File: src/common/isa_dma_pkg.sv
package isa_dma_pkg;

	// ----------------------------------------
	// widths
	localparam int num_channels = 4;
	localparam int addr_w       = 16; // channel address and count
	localparam int page_w       = 8;
	localparam int mem_addr_w   = 24;
	localparam int data_w       = 8;

	// ----------------------------------------
	// controller register offsets, ports 00h-0Fh
	localparam logic [3:0] reg_status_cmd   = 4'h8;
	localparam logic [3:0] reg_request      = 4'h9;
	localparam logic [3:0] reg_single_mask  = 4'hA;
	localparam logic [3:0] reg_mode         = 4'hB;
	localparam logic [3:0] reg_clear_ff     = 4'hC;
	localparam logic [3:0] reg_master_clear = 4'hD;
	localparam logic [3:0] reg_clear_mask   = 4'hE;
	localparam logic [3:0] reg_all_mask     = 4'hF;

	// page ports 80h-8Fh, scattered as on the PC
	localparam logic [3:0] page_offset_ch0 = 4'h7;
	localparam logic [3:0] page_offset_ch1 = 4'h3;
	localparam logic [3:0] page_offset_ch2 = 4'h1;
	localparam logic [3:0] page_offset_ch3 = 4'h2;

	// mode register bits 3:2
	typedef enum logic [1:0] {
		xfer_verify      = 2'd0,
		xfer_to_memory   = 2'd1, // device to memory
		xfer_from_memory = 2'd2, // memory to device
		xfer_illegal     = 2'd3  // runs as verify
	} xfer_kind_e;

	typedef enum logic [2:0] {
		st_idle       = 3'd0,
		st_start      = 3'd1,
		st_read_wait  = 3'd2,
		st_read_data  = 3'd3,
		st_update     = 3'd4,
		st_done       = 3'd5,
		st_write_wait = 3'd6,
		st_verify     = 3'd7
	} chan_state_e;

	// ----------------------------------------
	// bundles
	typedef struct packed {
		logic [3:0]        address;
		logic              read;
		logic              write;
		logic [data_w-1:0] writedata;
	} io_req_t;

	typedef struct packed {
		logic              wr_address;
		logic              wr_count;
		logic              wr_mode;
		logic              high_byte; // byte flip-flop state
		logic [data_w-1:0] data;
	} chan_cmd_t;

	typedef struct packed {
		logic [addr_w-1:0] cur_address;
		logic [addr_w-1:0] cur_count;
		logic              busy;
		logic              tc; // one cycle, during the last update
		logic              auto_init;
	} chan_status_t;

	typedef struct packed {
		logic [addr_w-1:0] address;
		logic              read;
		logic              write;
		logic [data_w-1:0] writedata;
	} chan_bus_t;

	typedef struct packed {
		logic [mem_addr_w-1:0] address;
		logic                  read;
		logic                  write;
		logic [data_w-1:0]     writedata;
	} mem_req_t;

endpackage

File: src/control/dma_control.sv
`timescale 1ns/10ps

module dma_control (
	input  logic                                                   clk,
	input  logic                                                   rst_n,
	input  isa_dma_pkg::io_req_t                                   io,
	output logic [isa_dma_pkg::data_w-1:0]                         readdata,
	output isa_dma_pkg::chan_cmd_t [isa_dma_pkg::num_channels-1:0] chan_cmd,
	output logic                                                   ch_reset,
	input  isa_dma_pkg::chan_status_t [isa_dma_pkg::num_channels-1:0] chan_status,
	input  logic [isa_dma_pkg::num_channels-1:0]                   dev_req,
	output logic [isa_dma_pkg::num_channels-1:0]                   grant
);
	logic                                 rd_last;
	logic                                 rd_valid;
	logic                                 flip_flop;
	logic [isa_dma_pkg::num_channels-1:0] pending;
	logic [isa_dma_pkg::num_channels-1:0] mask;
	logic [isa_dma_pkg::num_channels-1:0] terminated;
	logic [isa_dma_pkg::num_channels-1:0] tc;
	logic [isa_dma_pkg::num_channels-1:0] auto_init;
	logic [isa_dma_pkg::num_channels-1:0] busy;
	logic [isa_dma_pkg::num_channels-1:0] sel_bits; // channel picked by writedata[1:0]
	logic [isa_dma_pkg::num_channels-1:0] req_ok;
	isa_dma_pkg::chan_status_t            rd_chan;

	assign ch_reset = io.write && io.address == isa_dma_pkg::reg_master_clear;
	assign sel_bits = {{(isa_dma_pkg::num_channels - 1){1'b0}}, 1'b1} << io.writedata[1:0];
	assign rd_chan  = chan_status[io.address[2:1]];

	// ----------------------------------------
	// per-channel decode
	always_comb begin
		for (int i = 0; i < isa_dma_pkg::num_channels; i++) begin
			chan_cmd[i].wr_address = io.write && io.address == 4'(2 * i);
			chan_cmd[i].wr_count   = io.write && io.address == 4'(2 * i + 1);
			chan_cmd[i].wr_mode    = io.write && io.address == isa_dma_pkg::reg_mode &&
			                         io.writedata[1:0] == 2'(i);
			chan_cmd[i].high_byte  = flip_flop;
			chan_cmd[i].data       = io.writedata;
			tc[i]                  = chan_status[i].tc;
			auto_init[i]           = chan_status[i].auto_init;
			busy[i]                = chan_status[i].busy;
		end
	end

	// held read counts once
	always_ff @(posedge clk) begin
		if (!rst_n)
			rd_last <= 1'b0;
		else
			rd_last <= io.read;
	end

	assign rd_valid = io.read && !rd_last;

	always_ff @(posedge clk) begin
		if (!rst_n || ch_reset)
			flip_flop <= 1'b0;
		else if (io.write && io.address == isa_dma_pkg::reg_clear_ff)
			flip_flop <= 1'b0;
		else if ((rd_valid || io.write) && !io.address[3])
			flip_flop <= ~flip_flop; // low byte, then high byte
	end

	// ----------------------------------------
	// request, mask, terminal count
	always_ff @(posedge clk) begin
		if (!rst_n || ch_reset)
			pending <= '0;
		else if (io.write && io.address == isa_dma_pkg::reg_request)
			pending <= io.writedata[2] ? (pending | sel_bits) : (pending & ~sel_bits);
		else
			pending <= dev_req;
	end

	always_ff @(posedge clk) begin
		if (!rst_n || ch_reset)
			mask <= '1;
		else if (io.write && io.address == isa_dma_pkg::reg_clear_mask)
			mask <= '0;
		else if (io.write && io.address == isa_dma_pkg::reg_all_mask)
			mask <= io.writedata[3:0];
		else if (io.write && io.address == isa_dma_pkg::reg_single_mask)
			mask <= io.writedata[2] ? (mask | sel_bits) : (mask & ~sel_bits);
		else
			mask <= mask | (tc & ~auto_init); // single block ends masked
	end

	always_ff @(posedge clk) begin
		if (!rst_n || ch_reset)
			terminated <= '0;
		else if (rd_valid && io.address == isa_dma_pkg::reg_status_cmd)
			terminated <= '0;
		else
			terminated <= terminated | tc;
	end

	// ----------------------------------------
	// readback
	always_ff @(posedge clk) begin
		if (rd_valid) begin
			if (!io.address[3]) begin
				if (io.address[0])
					readdata <= flip_flop ? rd_chan.cur_count[15:8] : rd_chan.cur_count[7:0];
				else
					readdata <= flip_flop ? rd_chan.cur_address[15:8] : rd_chan.cur_address[7:0];
			end else begin
				case (io.address)
					isa_dma_pkg::reg_status_cmd: readdata <= {pending, terminated};
					isa_dma_pkg::reg_all_mask:   readdata <= {4'hF, mask};
					default:                     readdata <= '0;
				endcase
			end
		end
	end

	// fixed priority, channel 0 first
	assign req_ok = pending & ~mask;

	always_comb begin
		grant = '0;
		if (busy == '0) begin
			for (int i = isa_dma_pkg::num_channels - 1; i >= 0; i--) begin
				if (req_ok[i]) begin
					grant    = '0;
					grant[i] = 1'b1;
				end
			end
		end
	end

endmodule

File: src/channel/dma_channel.sv
`timescale 1ns/10ps

module dma_channel (
	input  logic                           clk,
	input  logic                           rst_n,
	input  logic                           ch_reset,
	input  isa_dma_pkg::chan_cmd_t         cmd,
	input  logic                           grant,
	output isa_dma_pkg::chan_status_t      status,
	input  logic [isa_dma_pkg::data_w-1:0] dev_writedata,
	output logic                           dev_ack,
	output logic [isa_dma_pkg::data_w-1:0] dev_readdata,
	output logic                           dev_tc,
	output isa_dma_pkg::chan_bus_t         bus,
	input  logic                           mem_waitrequest,
	input  logic                           mem_readdatavalid,
	input  logic [isa_dma_pkg::data_w-1:0] mem_readdata
);
	logic [isa_dma_pkg::addr_w-1:0] base_address;
	logic [isa_dma_pkg::addr_w-1:0] cur_address;
	logic [isa_dma_pkg::addr_w-1:0] base_count;
	logic [isa_dma_pkg::addr_w-1:0] cur_count;
	logic [isa_dma_pkg::addr_w-1:0] xfer_address;
	logic [isa_dma_pkg::data_w-1:0] xfer_writedata;
	logic                           dec;
	logic                           auto_init;
	isa_dma_pkg::xfer_kind_e        kind;
	isa_dma_pkg::chan_state_e       state;
	logic                           issued;   // request has reached the memory port
	logic                           mem_done; // memory took the request
	logic                           update;
	logic                           tc;
	logic                           data_in;

	assign update   = state == isa_dma_pkg::st_update;
	assign tc       = update && cur_count == '0; // count wraps past zero
	assign mem_done = issued && !mem_waitrequest;
	assign data_in  = state == isa_dma_pkg::st_read_data && mem_readdatavalid;

	assign status.cur_address = cur_address;
	assign status.cur_count   = cur_count;
	assign status.busy        = state != isa_dma_pkg::st_idle;
	assign status.tc          = tc;
	assign status.auto_init   = auto_init;

	// ----------------------------------------
	// address and count
	always_ff @(posedge clk) begin
		if (cmd.wr_address) begin
			if (cmd.high_byte) begin
				base_address[15:8] <= cmd.data;
				cur_address[15:8]  <= cmd.data;
			end else begin
				base_address[7:0] <= cmd.data;
				cur_address[7:0]  <= cmd.data;
			end
		end else if (tc && auto_init) begin
			cur_address <= base_address;
		end else if (update) begin
			cur_address <= dec ? cur_address - 1'b1 : cur_address + 1'b1;
		end
	end

	always_ff @(posedge clk) begin
		if (cmd.wr_count) begin
			if (cmd.high_byte) begin
				base_count[15:8] <= cmd.data;
				cur_count[15:8]  <= cmd.data;
			end else begin
				base_count[7:0] <= cmd.data;
				cur_count[7:0]  <= cmd.data;
			end
		end else if (tc && auto_init) begin
			cur_count <= base_count;
		end else if (update) begin
			cur_count <= cur_count - 1'b1;
		end
	end

	always_ff @(posedge clk) begin
		if (!rst_n) begin
			dec       <= 1'b0;
			auto_init <= 1'b0;
			kind      <= isa_dma_pkg::xfer_verify;
		end else if (cmd.wr_mode) begin
			dec       <= cmd.data[5];
			auto_init <= cmd.data[4];
			kind      <= isa_dma_pkg::xfer_kind_e'(cmd.data[3:2]);
		end
	end

	// ----------------------------------------
	// sequencer
	always_ff @(posedge clk) begin
		if (!rst_n || ch_reset) begin
			state  <= isa_dma_pkg::st_idle;
			issued <= 1'b0;
		end else begin
			issued <= 1'b0;
			case (state)
				isa_dma_pkg::st_idle:
					if (grant)
						state <= isa_dma_pkg::st_start;
				isa_dma_pkg::st_start:
					case (kind)
						isa_dma_pkg::xfer_to_memory:   state <= isa_dma_pkg::st_write_wait;
						isa_dma_pkg::xfer_from_memory: state <= isa_dma_pkg::st_read_wait;
						default:                       state <= isa_dma_pkg::st_verify;
					endcase
				isa_dma_pkg::st_read_wait: begin
					issued <= !mem_done;
					if (mem_done)
						state <= isa_dma_pkg::st_read_data;
				end
				isa_dma_pkg::st_read_data:
					if (mem_readdatavalid)
						state <= isa_dma_pkg::st_update;
				isa_dma_pkg::st_write_wait: begin
					issued <= !mem_done;
					if (mem_done)
						state <= isa_dma_pkg::st_update;
				end
				isa_dma_pkg::st_verify: state <= isa_dma_pkg::st_update;
				isa_dma_pkg::st_update: state <= isa_dma_pkg::st_done;
				default:                state <= isa_dma_pkg::st_idle; // st_done
			endcase
		end
	end

	// ack marks the end of the data phase
	always_ff @(posedge clk) begin
		if (!rst_n) begin
			dev_ack <= 1'b0;
			dev_tc  <= 1'b0;
		end else begin
			dev_ack <= data_in || state == isa_dma_pkg::st_verify ||
			           (state == isa_dma_pkg::st_write_wait && mem_done);
			dev_tc  <= tc;
		end
	end

	always_ff @(posedge clk) begin
		if (data_in)
			dev_readdata <= mem_readdata;
	end

	// address and data captured at start
	always_ff @(posedge clk) begin
		if (state == isa_dma_pkg::st_start) begin
			xfer_address   <= cur_address;
			xfer_writedata <= dev_writedata;
		end
	end

	// strobes drop in the cycle the memory accepts
	always_comb begin
		bus = '0;
		if (state != isa_dma_pkg::st_idle) begin
			bus.address   = xfer_address;
			bus.writedata = xfer_writedata;
		end
		bus.read  = state == isa_dma_pkg::st_read_wait && !mem_done;
		bus.write = state == isa_dma_pkg::st_write_wait && !mem_done;
	end

endmodule

File: src/mem_port/dma_mem_port.sv
`timescale 1ns/10ps

module dma_mem_port (
	input  logic                                                   clk,
	input  logic                                                   rst_n,
	input  isa_dma_pkg::io_req_t                                   page_io,
	output logic [isa_dma_pkg::data_w-1:0]                         page_readdata,
	input  isa_dma_pkg::chan_bus_t [isa_dma_pkg::num_channels-1:0] chan_bus,
	input  logic [isa_dma_pkg::num_channels-1:0]                   busy,
	output isa_dma_pkg::mem_req_t                                  mem
);
	logic [isa_dma_pkg::num_channels-1:0][isa_dma_pkg::page_w-1:0] page;
	logic [isa_dma_pkg::page_w-1:0]                                page_sel;
	isa_dma_pkg::chan_bus_t                                        merged;

	// ----------------------------------------
	// page registers
	always_ff @(posedge clk) begin
		if (!rst_n) begin
			page <= '0;
		end else if (page_io.write) begin
			case (page_io.address)
				isa_dma_pkg::page_offset_ch0: page[0] <= page_io.writedata;
				isa_dma_pkg::page_offset_ch1: page[1] <= page_io.writedata;
				isa_dma_pkg::page_offset_ch2: page[2] <= page_io.writedata;
				isa_dma_pkg::page_offset_ch3: page[3] <= page_io.writedata;
				default: ;
			endcase
		end
	end

	always_ff @(posedge clk) begin
		if (page_io.read) begin
			case (page_io.address)
				isa_dma_pkg::page_offset_ch0: page_readdata <= page[0];
				isa_dma_pkg::page_offset_ch1: page_readdata <= page[1];
				isa_dma_pkg::page_offset_ch2: page_readdata <= page[2];
				isa_dma_pkg::page_offset_ch3: page_readdata <= page[3];
				default:                      page_readdata <= '0; // unused ports
			endcase
		end
	end

	// ----------------------------------------
	// idle channels drive zero, so OR merges
	always_comb begin
		merged   = '0;
		page_sel = '0;
		for (int i = 0; i < isa_dma_pkg::num_channels; i++) begin
			merged = merged | chan_bus[i];
			if (busy[i])
				page_sel = page[i];
		end
	end

	always_ff @(posedge clk) begin
		mem.address   <= {page_sel, merged.address};
		mem.writedata <= merged.writedata;
		if (!rst_n) begin
			mem.read  <= 1'b0;
			mem.write <= 1'b0;
		end else begin
			mem.read  <= (busy != '0) && merged.read;
			mem.write <= (busy != '0) && merged.write;
		end
	end

endmodule

File: src/isa_dma.sv
`timescale 1ns/10ps

module isa_dma (
	input  logic                                                      clk,
	input  logic                                                      rst_n,
	input  isa_dma_pkg::io_req_t                                      io,
	input  logic                                                      io_dma_cs,
	input  logic                                                      io_page_cs,
	output logic [isa_dma_pkg::data_w-1:0]                            io_readdata,
	input  logic [isa_dma_pkg::num_channels-1:0]                      dev_req,
	input  logic [isa_dma_pkg::num_channels-1:0][isa_dma_pkg::data_w-1:0] dev_writedata,
	output logic [isa_dma_pkg::num_channels-1:0]                      dev_ack,
	output logic [isa_dma_pkg::num_channels-1:0]                      dev_tc,
	output logic [isa_dma_pkg::num_channels-1:0][isa_dma_pkg::data_w-1:0] dev_readdata,
	output isa_dma_pkg::mem_req_t                                     mem,
	input  logic                                                      mem_waitrequest,
	input  logic                                                      mem_readdatavalid,
	input  logic [isa_dma_pkg::data_w-1:0]                            mem_readdata
);
	isa_dma_pkg::io_req_t                                         ctl_io;
	isa_dma_pkg::io_req_t                                         page_io;
	isa_dma_pkg::chan_cmd_t    [isa_dma_pkg::num_channels-1:0]    chan_cmd;
	isa_dma_pkg::chan_status_t [isa_dma_pkg::num_channels-1:0]    chan_status;
	isa_dma_pkg::chan_bus_t    [isa_dma_pkg::num_channels-1:0]    chan_bus;
	logic [isa_dma_pkg::num_channels-1:0]                         grant;
	logic [isa_dma_pkg::num_channels-1:0]                         busy;
	logic [isa_dma_pkg::data_w-1:0]                               ctl_readdata;
	logic [isa_dma_pkg::data_w-1:0]                               page_readdata;
	logic                                                         ch_reset;
	logic                                                         rd_page; // last read hit the pages

	// qualify strobes with their select
	always_comb begin
		ctl_io        = io;
		ctl_io.read   = io.read & io_dma_cs;
		ctl_io.write  = io.write & io_dma_cs;
		page_io       = io;
		page_io.read  = io.read & io_page_cs;
		page_io.write = io.write & io_page_cs;
	end

	always_ff @(posedge clk) begin
		if (!rst_n)
			rd_page <= 1'b0;
		else if (ctl_io.read || page_io.read)
			rd_page <= io_page_cs;
	end

	assign io_readdata = rd_page ? page_readdata : ctl_readdata;

	dma_control i_dma_control (
		.clk         (clk),
		.rst_n       (rst_n),
		.io          (ctl_io),
		.readdata    (ctl_readdata),
		.chan_cmd    (chan_cmd),
		.ch_reset    (ch_reset),
		.chan_status (chan_status),
		.dev_req     (dev_req),
		.grant       (grant)
	);

	// ----------------------------------------
	// channel engines
	for (genvar i = 0; i < isa_dma_pkg::num_channels; i++) begin : g_chan
		assign busy[i] = chan_status[i].busy;

		dma_channel i_dma_channel (
			.clk               (clk),
			.rst_n             (rst_n),
			.ch_reset          (ch_reset),
			.cmd               (chan_cmd[i]),
			.grant             (grant[i]),
			.status            (chan_status[i]),
			.dev_writedata     (dev_writedata[i]),
			.dev_ack           (dev_ack[i]),
			.dev_readdata      (dev_readdata[i]),
			.dev_tc            (dev_tc[i]),
			.bus               (chan_bus[i]),
			.mem_waitrequest   (mem_waitrequest),
			.mem_readdatavalid (mem_readdatavalid),
			.mem_readdata      (mem_readdata)
		);
	end

	dma_mem_port i_dma_mem_port (
		.clk           (clk),
		.rst_n         (rst_n),
		.page_io       (page_io),
		.page_readdata (page_readdata),
		.chan_bus      (chan_bus),
		.busy          (busy),
		.mem           (mem)
	);

endmodule

File: config.mk
export PLATFORM = sky130hd
export DESIGN_NAME = isa_dma
export DESIGN_NICKNAME = d
export VERILOG_FILES = /design/src/common/isa_dma_pkg.sv /design/src/control/dma_control.sv /design/src/channel/dma_channel.sv /design/src/mem_port/dma_mem_port.sv /design/src/isa_dma.sv
export SDC_FILE = /design/constraint.sdc
export NUM_CORES = 1
export LEC_CHECK = 0
export BUFFER_PORTS_ARGS = -buffer_cell sky130_fd_sc_hd__buf_4
export CAP_MARGIN = 5
export CORE_ASPECT_RATIO = 1.2
export CORE_UTILIZATION = 61
export CTS_CLUSTER_SIZE = 28
export DETAILED_ROUTE_END_ITERATION = 6
export GPL_TIMING_DRIVEN = 0
export PLACE_DENSITY_LB_ADDON = 0.25
export SYNTH_ARGS = -nofsm -noshare
export SYNTH_HDL_FRONTEND = slang
export SYNTH_SLANG_ARGS = --single-unit
File: constraint.sdc
create_clock -name clk -period 3.2 [get_ports clk]
set_input_delay 0.48 -clock clk [delete_from_list [all_inputs] [get_ports clk]]
set_output_delay 0.48 -clock clk [all_outputs]
set_load 0.05 [all_outputs]
# Word-level counts from Yosys, hierarchy flattened
# Index checks and enable logic that the tools add are counted.
# totals
regBits,521
inputBits,64
out_inout_bits,82
wordCells,435
# classes
add_sub_neg,12
magnitude_cmp,1
eq_ne,82
n_shift,1
muxes,83
n_bitwise,23
reduce_logical,145
# ops
cell,n
two-way mux 16 bit,32
"subtractor 16 x 1 -> 16 bit, second input constant",8
two-way mux 8 bit,15
case mux 3 bit (7 select lines),4
OR 26 bit,3
AND reduction 2 bit,36
binary-select mux 35 bit (select 2 bit),1
"adder 16 x 1 -> 16 bit, second input constant",4
logical NOT 16 bit,4
logical AND 1 bit,52
two-way mux 4 bit,11
two-way mux 3 bit,13
"equality test 3 bit, second input constant",12
nonzero test 3 bit,12
two-way mux 35 bit,1
"equality test 4 bit, second input constant",8
"inequality test 2 x 1 -> 1 bit, second input constant",16
"inequality test 2 bit, second input constant",16
case mux 8 bit (4 select lines),1
"equality test 3 x 2 -> 1 bit, second input constant",8
case mux 3 bit (2 select lines),4
OR reduction 2 bit,10
AND 4 bit,4
"equality test 4 x 3 -> 1 bit, second input constant",4
19 further kinds,68

# Logic depth before layout (Yosys ltp)
# Gate-level depths: netlist of the first run.
# depth
depth_word,9
depth_mapped,10
mapped_depth_nobuf,9

# Cells and area by module
# A second synthesis of the first run with hierarchy kept.
# hier_totals
hier_cells,2349
hier_area_um2,26619.3
# by_module_without_submodules
mod,n_inst,cells_per_inst,area_per_inst_um2,seq_area_each_um2
dma_channel at g_chan[0].i_dma_channel ...,2,456,5320.1,3083.0
dma_channel at g_chan[2].i_dma_channel,1,460,5286.3,3083.0
dma_channel at g_chan[3].i_dma_channel,1,428,5097.4,3083.0
dma_mem_port,1,274,2857.7,1561.5
dma_control,1,259,2548.7,520.5
isa_dma,1,16,188.9,20.0

# Worst setup path after synthesis of the first run
# OpenSTA, ideal clock, no wires.
# synth_timing
path_type,reg-to-reg
startpoint,register g_chan[0].i_dma_channel.dec
endpoint,register g_chan[0].i_dma_channel.cur_address[9] in the netlist's numbering (data pin)
setup_ps,270
arrival_ps,2523
required_ps,2930
path_slack_ps,406
stages_incl_launch_ff,9
n_path_buf,0
synth_period_minus_slack_ps,2794
path_cell_list,dfxtp_1 > ha_1 > a211oi_1 > o21bai_1 > a2111oi_0 > o31ai_1 > xor2_1 > mux2i_1 > a21oi_1
# synth_between
elab_chain_cells,4
# synth_rtl
item,line_no,text
"start, declared",dma_channel.sv:25,logic dec;
"start signal, assigned",dma_channel.sv:86,dec <= cmd.data[5];
two-way mux 16 bit,dma_channel.sv:60,cur_address <= dec ? cur_address - 1'b1 : cur_address + 1'b1;
two-way mux 16 bit,dma_channel.sv:59,end else if (update) begin
two-way mux 16 bit,dma_channel.sv:57,end else if (tc && auto_init) begin
two-way mux 16 bit,dma_channel.sv:49,if (cmd.wr_address) begin
"end signal, assigned",dma_channel.sv:58,cur_address <= base_address;
"end signal, assigned",dma_channel.sv:60,
"end, declared",dma_channel.sv:20,logic [isa_dma_pkg::addr_w-1:0] cur_address;
# Every way passes these cells. The select of a mux whose other input is x is not followed.
# A chain may end at the register's enable or synchronous reset.

# Final worst setup path of the first run
# layout_timing
startpoint,register g_chan[0].i_dma_channel.state[1]
endpoint,register g_chan[0].i_dma_channel.cur_count[14] in the netlist's numbering (data pin)
# layout_between
elab_chain_cells,5
# layout_rtl
item,line_no,text
"start, declared",dma_channel.sv:28,isa_dma_pkg::chan_state_e state;
"start signal, assigned",dma_channel.sv:96,state <= isa_dma_pkg::st_idle;
"start signal, assigned",dma_channel.sv:103,state <= isa_dma_pkg::st_start;
"start signal, assigned",dma_channel.sv:106,isa_dma_pkg::xfer_to_memory: state <= isa_dma_pkg::st_write_wait;
equality test 3 bit,dma_channel.sv:35,assign update = state == isa_dma_pkg::st_update;
logical AND 1 bit,dma_channel.sv:36,assign tc = update && cur_count == '0;
logical AND 1 bit,dma_channel.sv:73,end else if (tc && auto_init) begin
two-way mux 16 bit,dma_channel.sv:73,
two-way mux 16 bit,dma_channel.sv:65,if (cmd.wr_count) begin
"end signal, assigned",dma_channel.sv:74,cur_count <= base_count;
"end signal, assigned",dma_channel.sv:76,cur_count <= cur_count - 1'b1;
"end, declared",dma_channel.sv:22,logic [isa_dma_pkg::addr_w-1:0] cur_count;
# Every way passes these cells.

==> run metrics, run 1 <==
outcome finished clean; Total Power 21.46 mW; total global routing overflow 0; WS Path Type reg -> reg; antenna viol nets, final 0; Setup crit end kind flip-flop; Cell Count, Final, Fillers Out 3010; final setup margin 0.1102 ns; top cell type's share of synthesized area 0.4753; Post-Place Setup Slack -0.4617 ns; Placed Cells 2919; die width 187.8 microns; Min Hold Slack 0.06234 ns; crit path DAT 3.44 ns; Root Buffer clkbuf_16; Starting Density 0.6187; worst path cell trace buf_2 > nor2_4 > nand2_1 > nand4bb_2 > or4_1 > buf_2 > clkbuf_1 > o21ai_0 > o21ai_0; Crit Path Max Fanout 10; Crit path largest cell delay 0.49 ns; Mapped Cells 2230; DRT iter0 DRCs 2379; drt wl/cell 27.28 microns; most frequent cell after synthesis edfxtp_1; Buf+Inv Stages, Crit Path 3; height of the die 225.0 microns; total track usage 0.3890; clock network fraction of total power 0.273; Post-synth ARST share 0; area added between synthesis and finish 13.99%; CTS Buf Count 50; CTS tree built; Peak VDD IR 0.0007583 V; Syn Area/Cell 11.33 sq um; CTS clk-pin slew, worst paths 0.07 ns; Diodes inserted 0; row cnt 81; Worst path slowest cell or4_1; CP required 3.55 ns; fin crit period 3.090 ns; max-cap violations 0; relative slew slack 0.07913; combinational share of power 0.286; post-synthesis sequential area ratio 0.5712; final WL 82130 microns; Worst path top cell family by delay simple AND/OR/NAND/NOR gates; CTS H-tree lvls 2; Worst setup SP type flip-flop; final setup vio count 0; synthesis-stage register bit count 521; Pleak 10.41 nW; I/O pins 146; core region area 0.04084 sq mm; synth top area cells edfxtp_1, dfxtp_1, nand2_1; # clock sinks 521; Sw Ratio 0.3553; Ys Warns 0; Hold Path Class in -> reg; hpwl dp 58710 microns; Max clock buf depth 3; setup clock skew after layout 0.02090 ns; Synth area leader edfxtp_1; Core Util, Final 0.7053; mapped cell area 0.02527 sq mm; number of global-route vias before repair 18750; Int Pwr 13.84 mW; hold_buf cts 0; Final Cycle Share 0.9656; fmax 0.3236 GHz; DR DRC count 0; synth unique cells 75; # port buffers 145; final max-slew violation count 0; RSZ-0062 raised after global routing no; Post-synth top cells edfxtp_1, nand2_1, nor2_1; worst slew pin tran 1.381 ns; Post-CTS Setup Bufs 0; initial antenna violation count 2; Top FF cell, synth edfxtp_1; RD Place Congestion 1.068; Seq pwr share 0.441; Nets 2568; Post-synth EDFFs 400; first-pass GRT wire length 119300 microns; Sw Pwr 7.626 mW; Via density 6.612; routed via count 19900; Fin. Hold Viols 0; Die ar. 0.04225 sq mm; worst-skew pair later-pin latency 0.61 ns; drt first pass iters 5; syn nets 2366; power per cell area 745.1 mW/mm^2; share of cells above drive strength 1 0.1449; largest net degree at the start of global routing 25
-- kinds of logic (layout without fill, tap and decap cells) --
family / Yosys count / count (layout) / synth area share
flip-flops: 521 / 521 / 0.5712
multiplexers: 115 / 115 / 0.06630
XOR/XNOR: 95 / 95 / 0.03293
buffers and inverters: 158 / 399 / 0.02679
adder cells (fa/ha/maj): 72 / 72 / 0.03684
AO/OA/AOI/OAI: 564 / 564 / 0.1343
AND/OR/NAND/NOR: 705 / 705 / 0.1317
-- metal layers --
layer | wire length, microns | track usage
met5 | 8 | 0
met1 | 29510 | 0.4929
met3 | 9291 | 0.08082
met2 | 37940 | 0.6246
met4 | 5375 | 0.2221
-- worst paths after layout --
kind                                      startpoint                                        end  slack, ns  cells past startpoint
min                                dev_writedata[31]  g_chan[3].i_dma_channel.xfer_writedata[7]       0.06                      1
max reg2reg         g_chan[0].i_dma_channel.state[1]      g_chan[0].i_dma_channel.cur_count[14]       0.11                      9
max                 g_chan[0].i_dma_channel.state[1]      g_chan[0].i_dma_channel.cur_count[14]       0.11                      9
min reg2reg  g_chan[0].i_dma_channel.xfer_address[1]                     i_dma_mem_port.mem[11]       0.46                      2
-- timing repair --
item	CTS	global route
endpoints found under the setup margin	87	65
endpoints found under the hold margin	0	0
gates resized for setup	8	14
pin swaps	0	0
-- through the flow --
stage / cell area (sq um) / TNS, ns
detailed placement: 27120 / -32.95
global placement: 27030 / -51.60
finish: 28810 / 0
global route: 28810 / 0
CTS: 28760 / 0
floorplan: 25270 / 0
-- registers in the layout (all words and copies together) (netlist names), 8 cells and up, named ones only --
name and cells:
g_chan.i_dma_channel.base_address 64, g_chan.i_dma_channel.base_count 64, g_chan.i_dma_channel.cur_address 64, g_chan.i_dma_channel.cur_count 64, g_chan.i_dma_channel.xfer_address 64, i_dma_mem_port.mem 34
g_chan.i_dma_channel.dev_readdata 32, g_chan.i_dma_channel.xfer_writedata 32, i_dma_mem_port.page 32, g_chan.i_dma_channel.state 12, g_chan.i_dma_channel.kind 8, i_dma_control.readdata 8
i_dma_mem_port.page_readdata 8
-- area by class of cell --
class / count / area [sq um]
Buffer: 121 / 541.8
Clock buffer: 60 / 1340
Clock inverter: 31 / 262.8
Fill cell: 2944 / 12040
Inverter: 37 / 138.9
Multi-Input combinational cell: 1551 / 10250
Sequential cell: 521 / 14440
Tap cell: 539 / 674.4
Timing Repair Buffer: 150 / 1159
-- placed cells by master (no fill, tap or decap), types with 9 or more instances in the layout --
cell / Yosys / final
buf_4: 10 / 155
mux2_2: 19 / 19
o21bai_1: 21 / 21
a22oi_1: 60 / 60
o21ai_1: 26 / 27
xnor2_1: 59 / 59
edfxtp_1: 400 / 400
nor2_1: 181 / 177
a31oi_1: 25 / 25
a211oi_1: 20 / 20
mux2i_1: 56 / 56
clkinv_2: 0 / 12
clkbuf_1: 84 / 87
ha_1: 68 / 68
nand2_1: 243 / 242
nand3_1: 53 / 52
and3_1: 15 / 15
a21oi_1: 162 / 162
o21ai_0: 154 / 153
o22ai_1: 14 / 14
nor2b_1: 68 / 68
a21o_1: 9 / 9
inv_1: 37 / 37
or3_1: 15 / 15
clkbuf_16: 0 / 51
xor2_1: 36 / 36
nor3_1: 46 / 45
o31ai_1: 15 / 15
nor4_1: 12 / 11
nand4_1: 11 / 11
and2_1: 18 / 18
buf_2: 19 / 20
mux4_2: 40 / 40
o21a_1: 11 / 11
nand2b_1: 12 / 12
dfxtp_1: 121 / 117
-- power by group through the flow --
stage	clock network, mW	logic, mW	registers, mW
finish	5.86	6.14	9.46
global route	6.12	6.51	9.51
CTS	5.86	6.00	9.41
detailed placement	0	5.96	9.55
global placement	0	5.74	9.55
floorplan	0	3.25	9.82
(Power assumes the default switching activity.)
==> run 2, diff against run 1 <==
--- a/config.mk
+++ b/config.mk
@@ -8,11 +8,13 @@
 export BUFFER_PORTS_ARGS = -buffer_cell sky130_fd_sc_hd__buf_4
 export CAP_MARGIN = 5
 export CORE_ASPECT_RATIO = 1.2
-export CORE_UTILIZATION = 61
+export CORE_UTILIZATION = 62
 export CTS_CLUSTER_SIZE = 28
 export DETAILED_ROUTE_END_ITERATION = 6
 export GPL_TIMING_DRIVEN = 0
 export PLACE_DENSITY_LB_ADDON = 0.25
+export SKIP_LAST_GASP = 1
 export SYNTH_ARGS = -nofsm -noshare
 export SYNTH_HDL_FRONTEND = slang
+export SYNTH_HIERARCHICAL = 1
 export SYNTH_SLANG_ARGS = --single-unit
==> run 2 against run 1 <==
Against the previous run: non-clock buffer count is 51 higher; cell area rose by 6.2%; maximum frequency is 2.4% lower; clock power grew 14%; register-to-register slack is essentially flat; area after synthesis increased by 5.3%; routed wire length decreased by 2.6%; setup slack lost 0.076 ns; combinational power up 8.8%.
==> run metrics, run 2 <==
outcome finished clean (unchanged); worst path cell trace buf_4 > buf_2 > buf_4 > buf_2 > nand2b_1 > nor2_2 > inv_1 > nor2_2 > o21bai_1 (was buf_2 > nor2_4 > nand2_1 > nand4bb_2 > or4_1 > buf_2 > clkbuf_1 > o21ai_0 > o21ai_0); fin crit period 3.166 ns (was 3.090 ns); hold_buf cts 0 (unchanged); max-cap violations 0 (unchanged); Diodes inserted 0 (unchanged); antenna viol nets, final 0 (unchanged); routed via count 20380 (was 19900); height of the die 229.0 microns (was 225.0 microns); Post-synth EDFFs 400 (unchanged); Via density 6.470 (was 6.612); Post-synth ARST share 0 (unchanged); TNS Setup 0 ns (unchanged); Syn Area/Cell 11.33 sq um (about the same); worst slew pin tran 1.299 ns (was 1.381 ns); RSZ-0062 raised after global routing yes (was no); Crit Path Max Fanout 10 (unchanged); Final Cycle Share 0.9893 (was 0.9656); power per cell area 747.8 mW/mm^2 (was 745.1 mW/mm^2); Worst path slowest cell nor2_2 (was or4_1); final setup vio count 0 (unchanged); DRT iter0 DRCs 2066 (was 2379); die width 191.2 microns (was 187.8 microns); Buf+Inv Stages, Crit Path 5 (was 3); hpwl dp 58390 microns (was 58710 microns); Starting Density 0.6328 (was 0.6187); synth top area cells edfxtp_1, dfxtp_1, nand2_1 (unchanged); Peak VDD IR 0.0009176 V (was 0.0007583 V); Fin. Hold Viols 0 (unchanged); final max-slew violation count 0 (unchanged); drt first pass iters 5 (unchanged); most frequent cells in the layout edfxtp_1, nand2_1, buf_4 (was edfxtp_1, nand2_1, nor2_1); leading cell type in the layout, fill and taps excluded edfxtp_1 (unchanged); Total Power 22.89 mW (was 21.46 mW); number of global-route vias before repair 19810 (was 18750); WS Path Type in -> reg (was reg -> reg); post-synthesis sequential area ratio 0.5422 (was 0.5712); drt wl/cell 25.38 microns (was 27.28 microns); RD Place Congestion 0.9626 (was 1.068); final WL 79960 microns (was 82130 microns); Ys Warns 6 (was 0); final setup margin 0.03424 ns (was 0.1102 ns); crit path DAT 3.41 ns (was 3.44 ns); setup clock skew after layout 0.01658 ns (was 0.02090 ns); total track usage 0.3657 (was 0.3890); I/O pins 146 (unchanged); Top FF cell, synth edfxtp_1 (unchanged); Nets 2696 (was 2568); syn nets 2485 (was 2366); Cell Count, Final, Fillers Out 3150 (was 3010); # port buffers 145 (unchanged); Post-synth top cells edfxtp_1, nand2_1, o21ai_0 (was edfxtp_1, nand2_1, nor2_1); largest net degree at the start of global routing 36 (was 25); DR DRC count 0 (unchanged); Die ar. 0.04377 sq mm (was 0.04225 sq mm); Post-Place Setup Slack -1.377 ns (was -0.4617 ns); Worst path top cell family by delay buffers and inverters (was simple AND/OR/NAND/NOR gates); Max clock buf depth 3 (unchanged); top cell type's share of synthesized area 0.4512 (was 0.4753); fmax 0.3159 GHz (was 0.3236 GHz); Min Hold Slack 0.04456 ns (was 0.06234 ns); Synth area leader edfxtp_1 (unchanged); Placed Cells 3044 (was 2919); area added between synthesis and finish 14.97% (was 13.99%); first-pass GRT wire length 118900 microns (was 119300 microns); Crit path largest cell delay 0.49 ns (about the same); relative slew slack 0.1318 (was 0.07913); synthesis-stage register bit count 521 (unchanged); Mapped Cells 2349 (was 2230); CTS Buf Count 53 (was 50); CTS H-tree lvls 2 (unchanged); share of cells above drive strength 1 0.1847 (was 0.1449); Setup crit end kind flip-flop (unchanged); Root Buffer clkbuf_16 (unchanged); total global routing overflow 0 (unchanged); CP required 3.44 ns (was 3.55 ns); # clock sinks 521 (unchanged); Worst setup SP type primary input (was flip-flop); CTS clk-pin slew, worst paths 0.06 ns (was 0.07 ns); mapped cell area 0.02662 sq mm (was 0.02527 sq mm); Hold Path Class in -> reg (unchanged); CTS tree built (unchanged); most frequent cell after synthesis edfxtp_1 (unchanged); Pleak 11.43 nW (was 10.41 nW); synth unique cells 86 (was 75); core region area 0.04207 sq mm (was 0.04084 sq mm); row cnt 82 (was 81); initial antenna violation count 1 (was 2); worst-skew pair later-pin latency 0.61 ns (about the same)
run 2: layout make-up:
cell class	instances	area, sq um
clock buffers	67	1491
clock inverters	32	386.6
fillers	2859	11460
repair buffers	156	1246
multi-input cells	1612	11170
flip-flops and latches	521	14440
inverters	50	187.7
plain buffers	166	1001
well taps	546	683.2
run 2: routing by layer:
metal / GRT usage / vias up / wire, microns / share of wire
li1: - / 9088 / - / -
met1: 0.4777 / 9844 / 29640 / 0.37
met4: 0.1617 / 2 / 3743 / 0.047
met3: 0.06788 / 193 / 8459 / 0.11
met2: 0.5938 / 1252 / 38100 / 0.48
met5: 0 / - / 13 / 0.00016
run 2: cell families after synthesis:
logic type,synth area share
AND/OR/NAND/NOR,0.1649
flip-flops,0.5422
AO/OA/AOI/OAI,0.1181
buffers and inverters,0.04428
multiplexers,0.06693
XOR/XNOR,0.02863
adder cells (fa/ha/maj),0.03497
run 2: path summary, 6_finish.rpt:
kind	startpoint	slack, ns	to	cells past startpoint
worst max-delay path	io[11]	0.03	g_chan[1].i_dma_channel/cur_address[3]	9
worst min-delay path	dev_writedata[2]	0.04	g_chan[0].i_dma_channel/xfer_writedata[2]	1
worst max register to register	g_chan[1].i_dma_channel/state[1]	0.11	g_chan[2].i_dma_channel/state[0]	12
worst min register to register	i_dma_control/terminated[0]	0.47	i_dma_control/terminated[0]	2
run 2: where the power goes:
part	internal [mW]	switching (mW)	total, mW	leakage (nW)
logic	2.43	4.25	6.68	5.89
registers	8.68	0.866	9.55	4.63
clock network	3.95	2.71	6.66	0.907
total	15.1	7.82	22.9	11.4
run 2: worst reg2reg max path: stages (launching register included):
cell,delay [ns]
dfxtp_1,0.31
clkbuf_1,0.23
nor3_4,0.27
buf_12,0.15
clkbuf_2,0.28
inv_1,0.14
nor4_4,0.52
nand3_1,0.19
nor3b_1,0.43
nor3_1,0.09
a21oi_1,0.17
o221ai_1,0.16
nor2_1,0.10
run 2: metrics by stage:
stage,cell area [sq um],util
after floorplan,26620,-
after global placement,28390,0.6749
after detailed placement,28500,0.6775
after CTS,30480,0.7247
after global routing,30600,0.7275
final,30600,0.7275
run 2: timing repair:
| action | in CTS | in global routing |
|---|---|---|
| pin swaps | 0 | 3 |
| gates cloned | 0 | 0 |
| setup endpoints to repair | 117 | 102 |
| setup buffers | 0 | 5 |
| resized for setup | 25 | 22 |
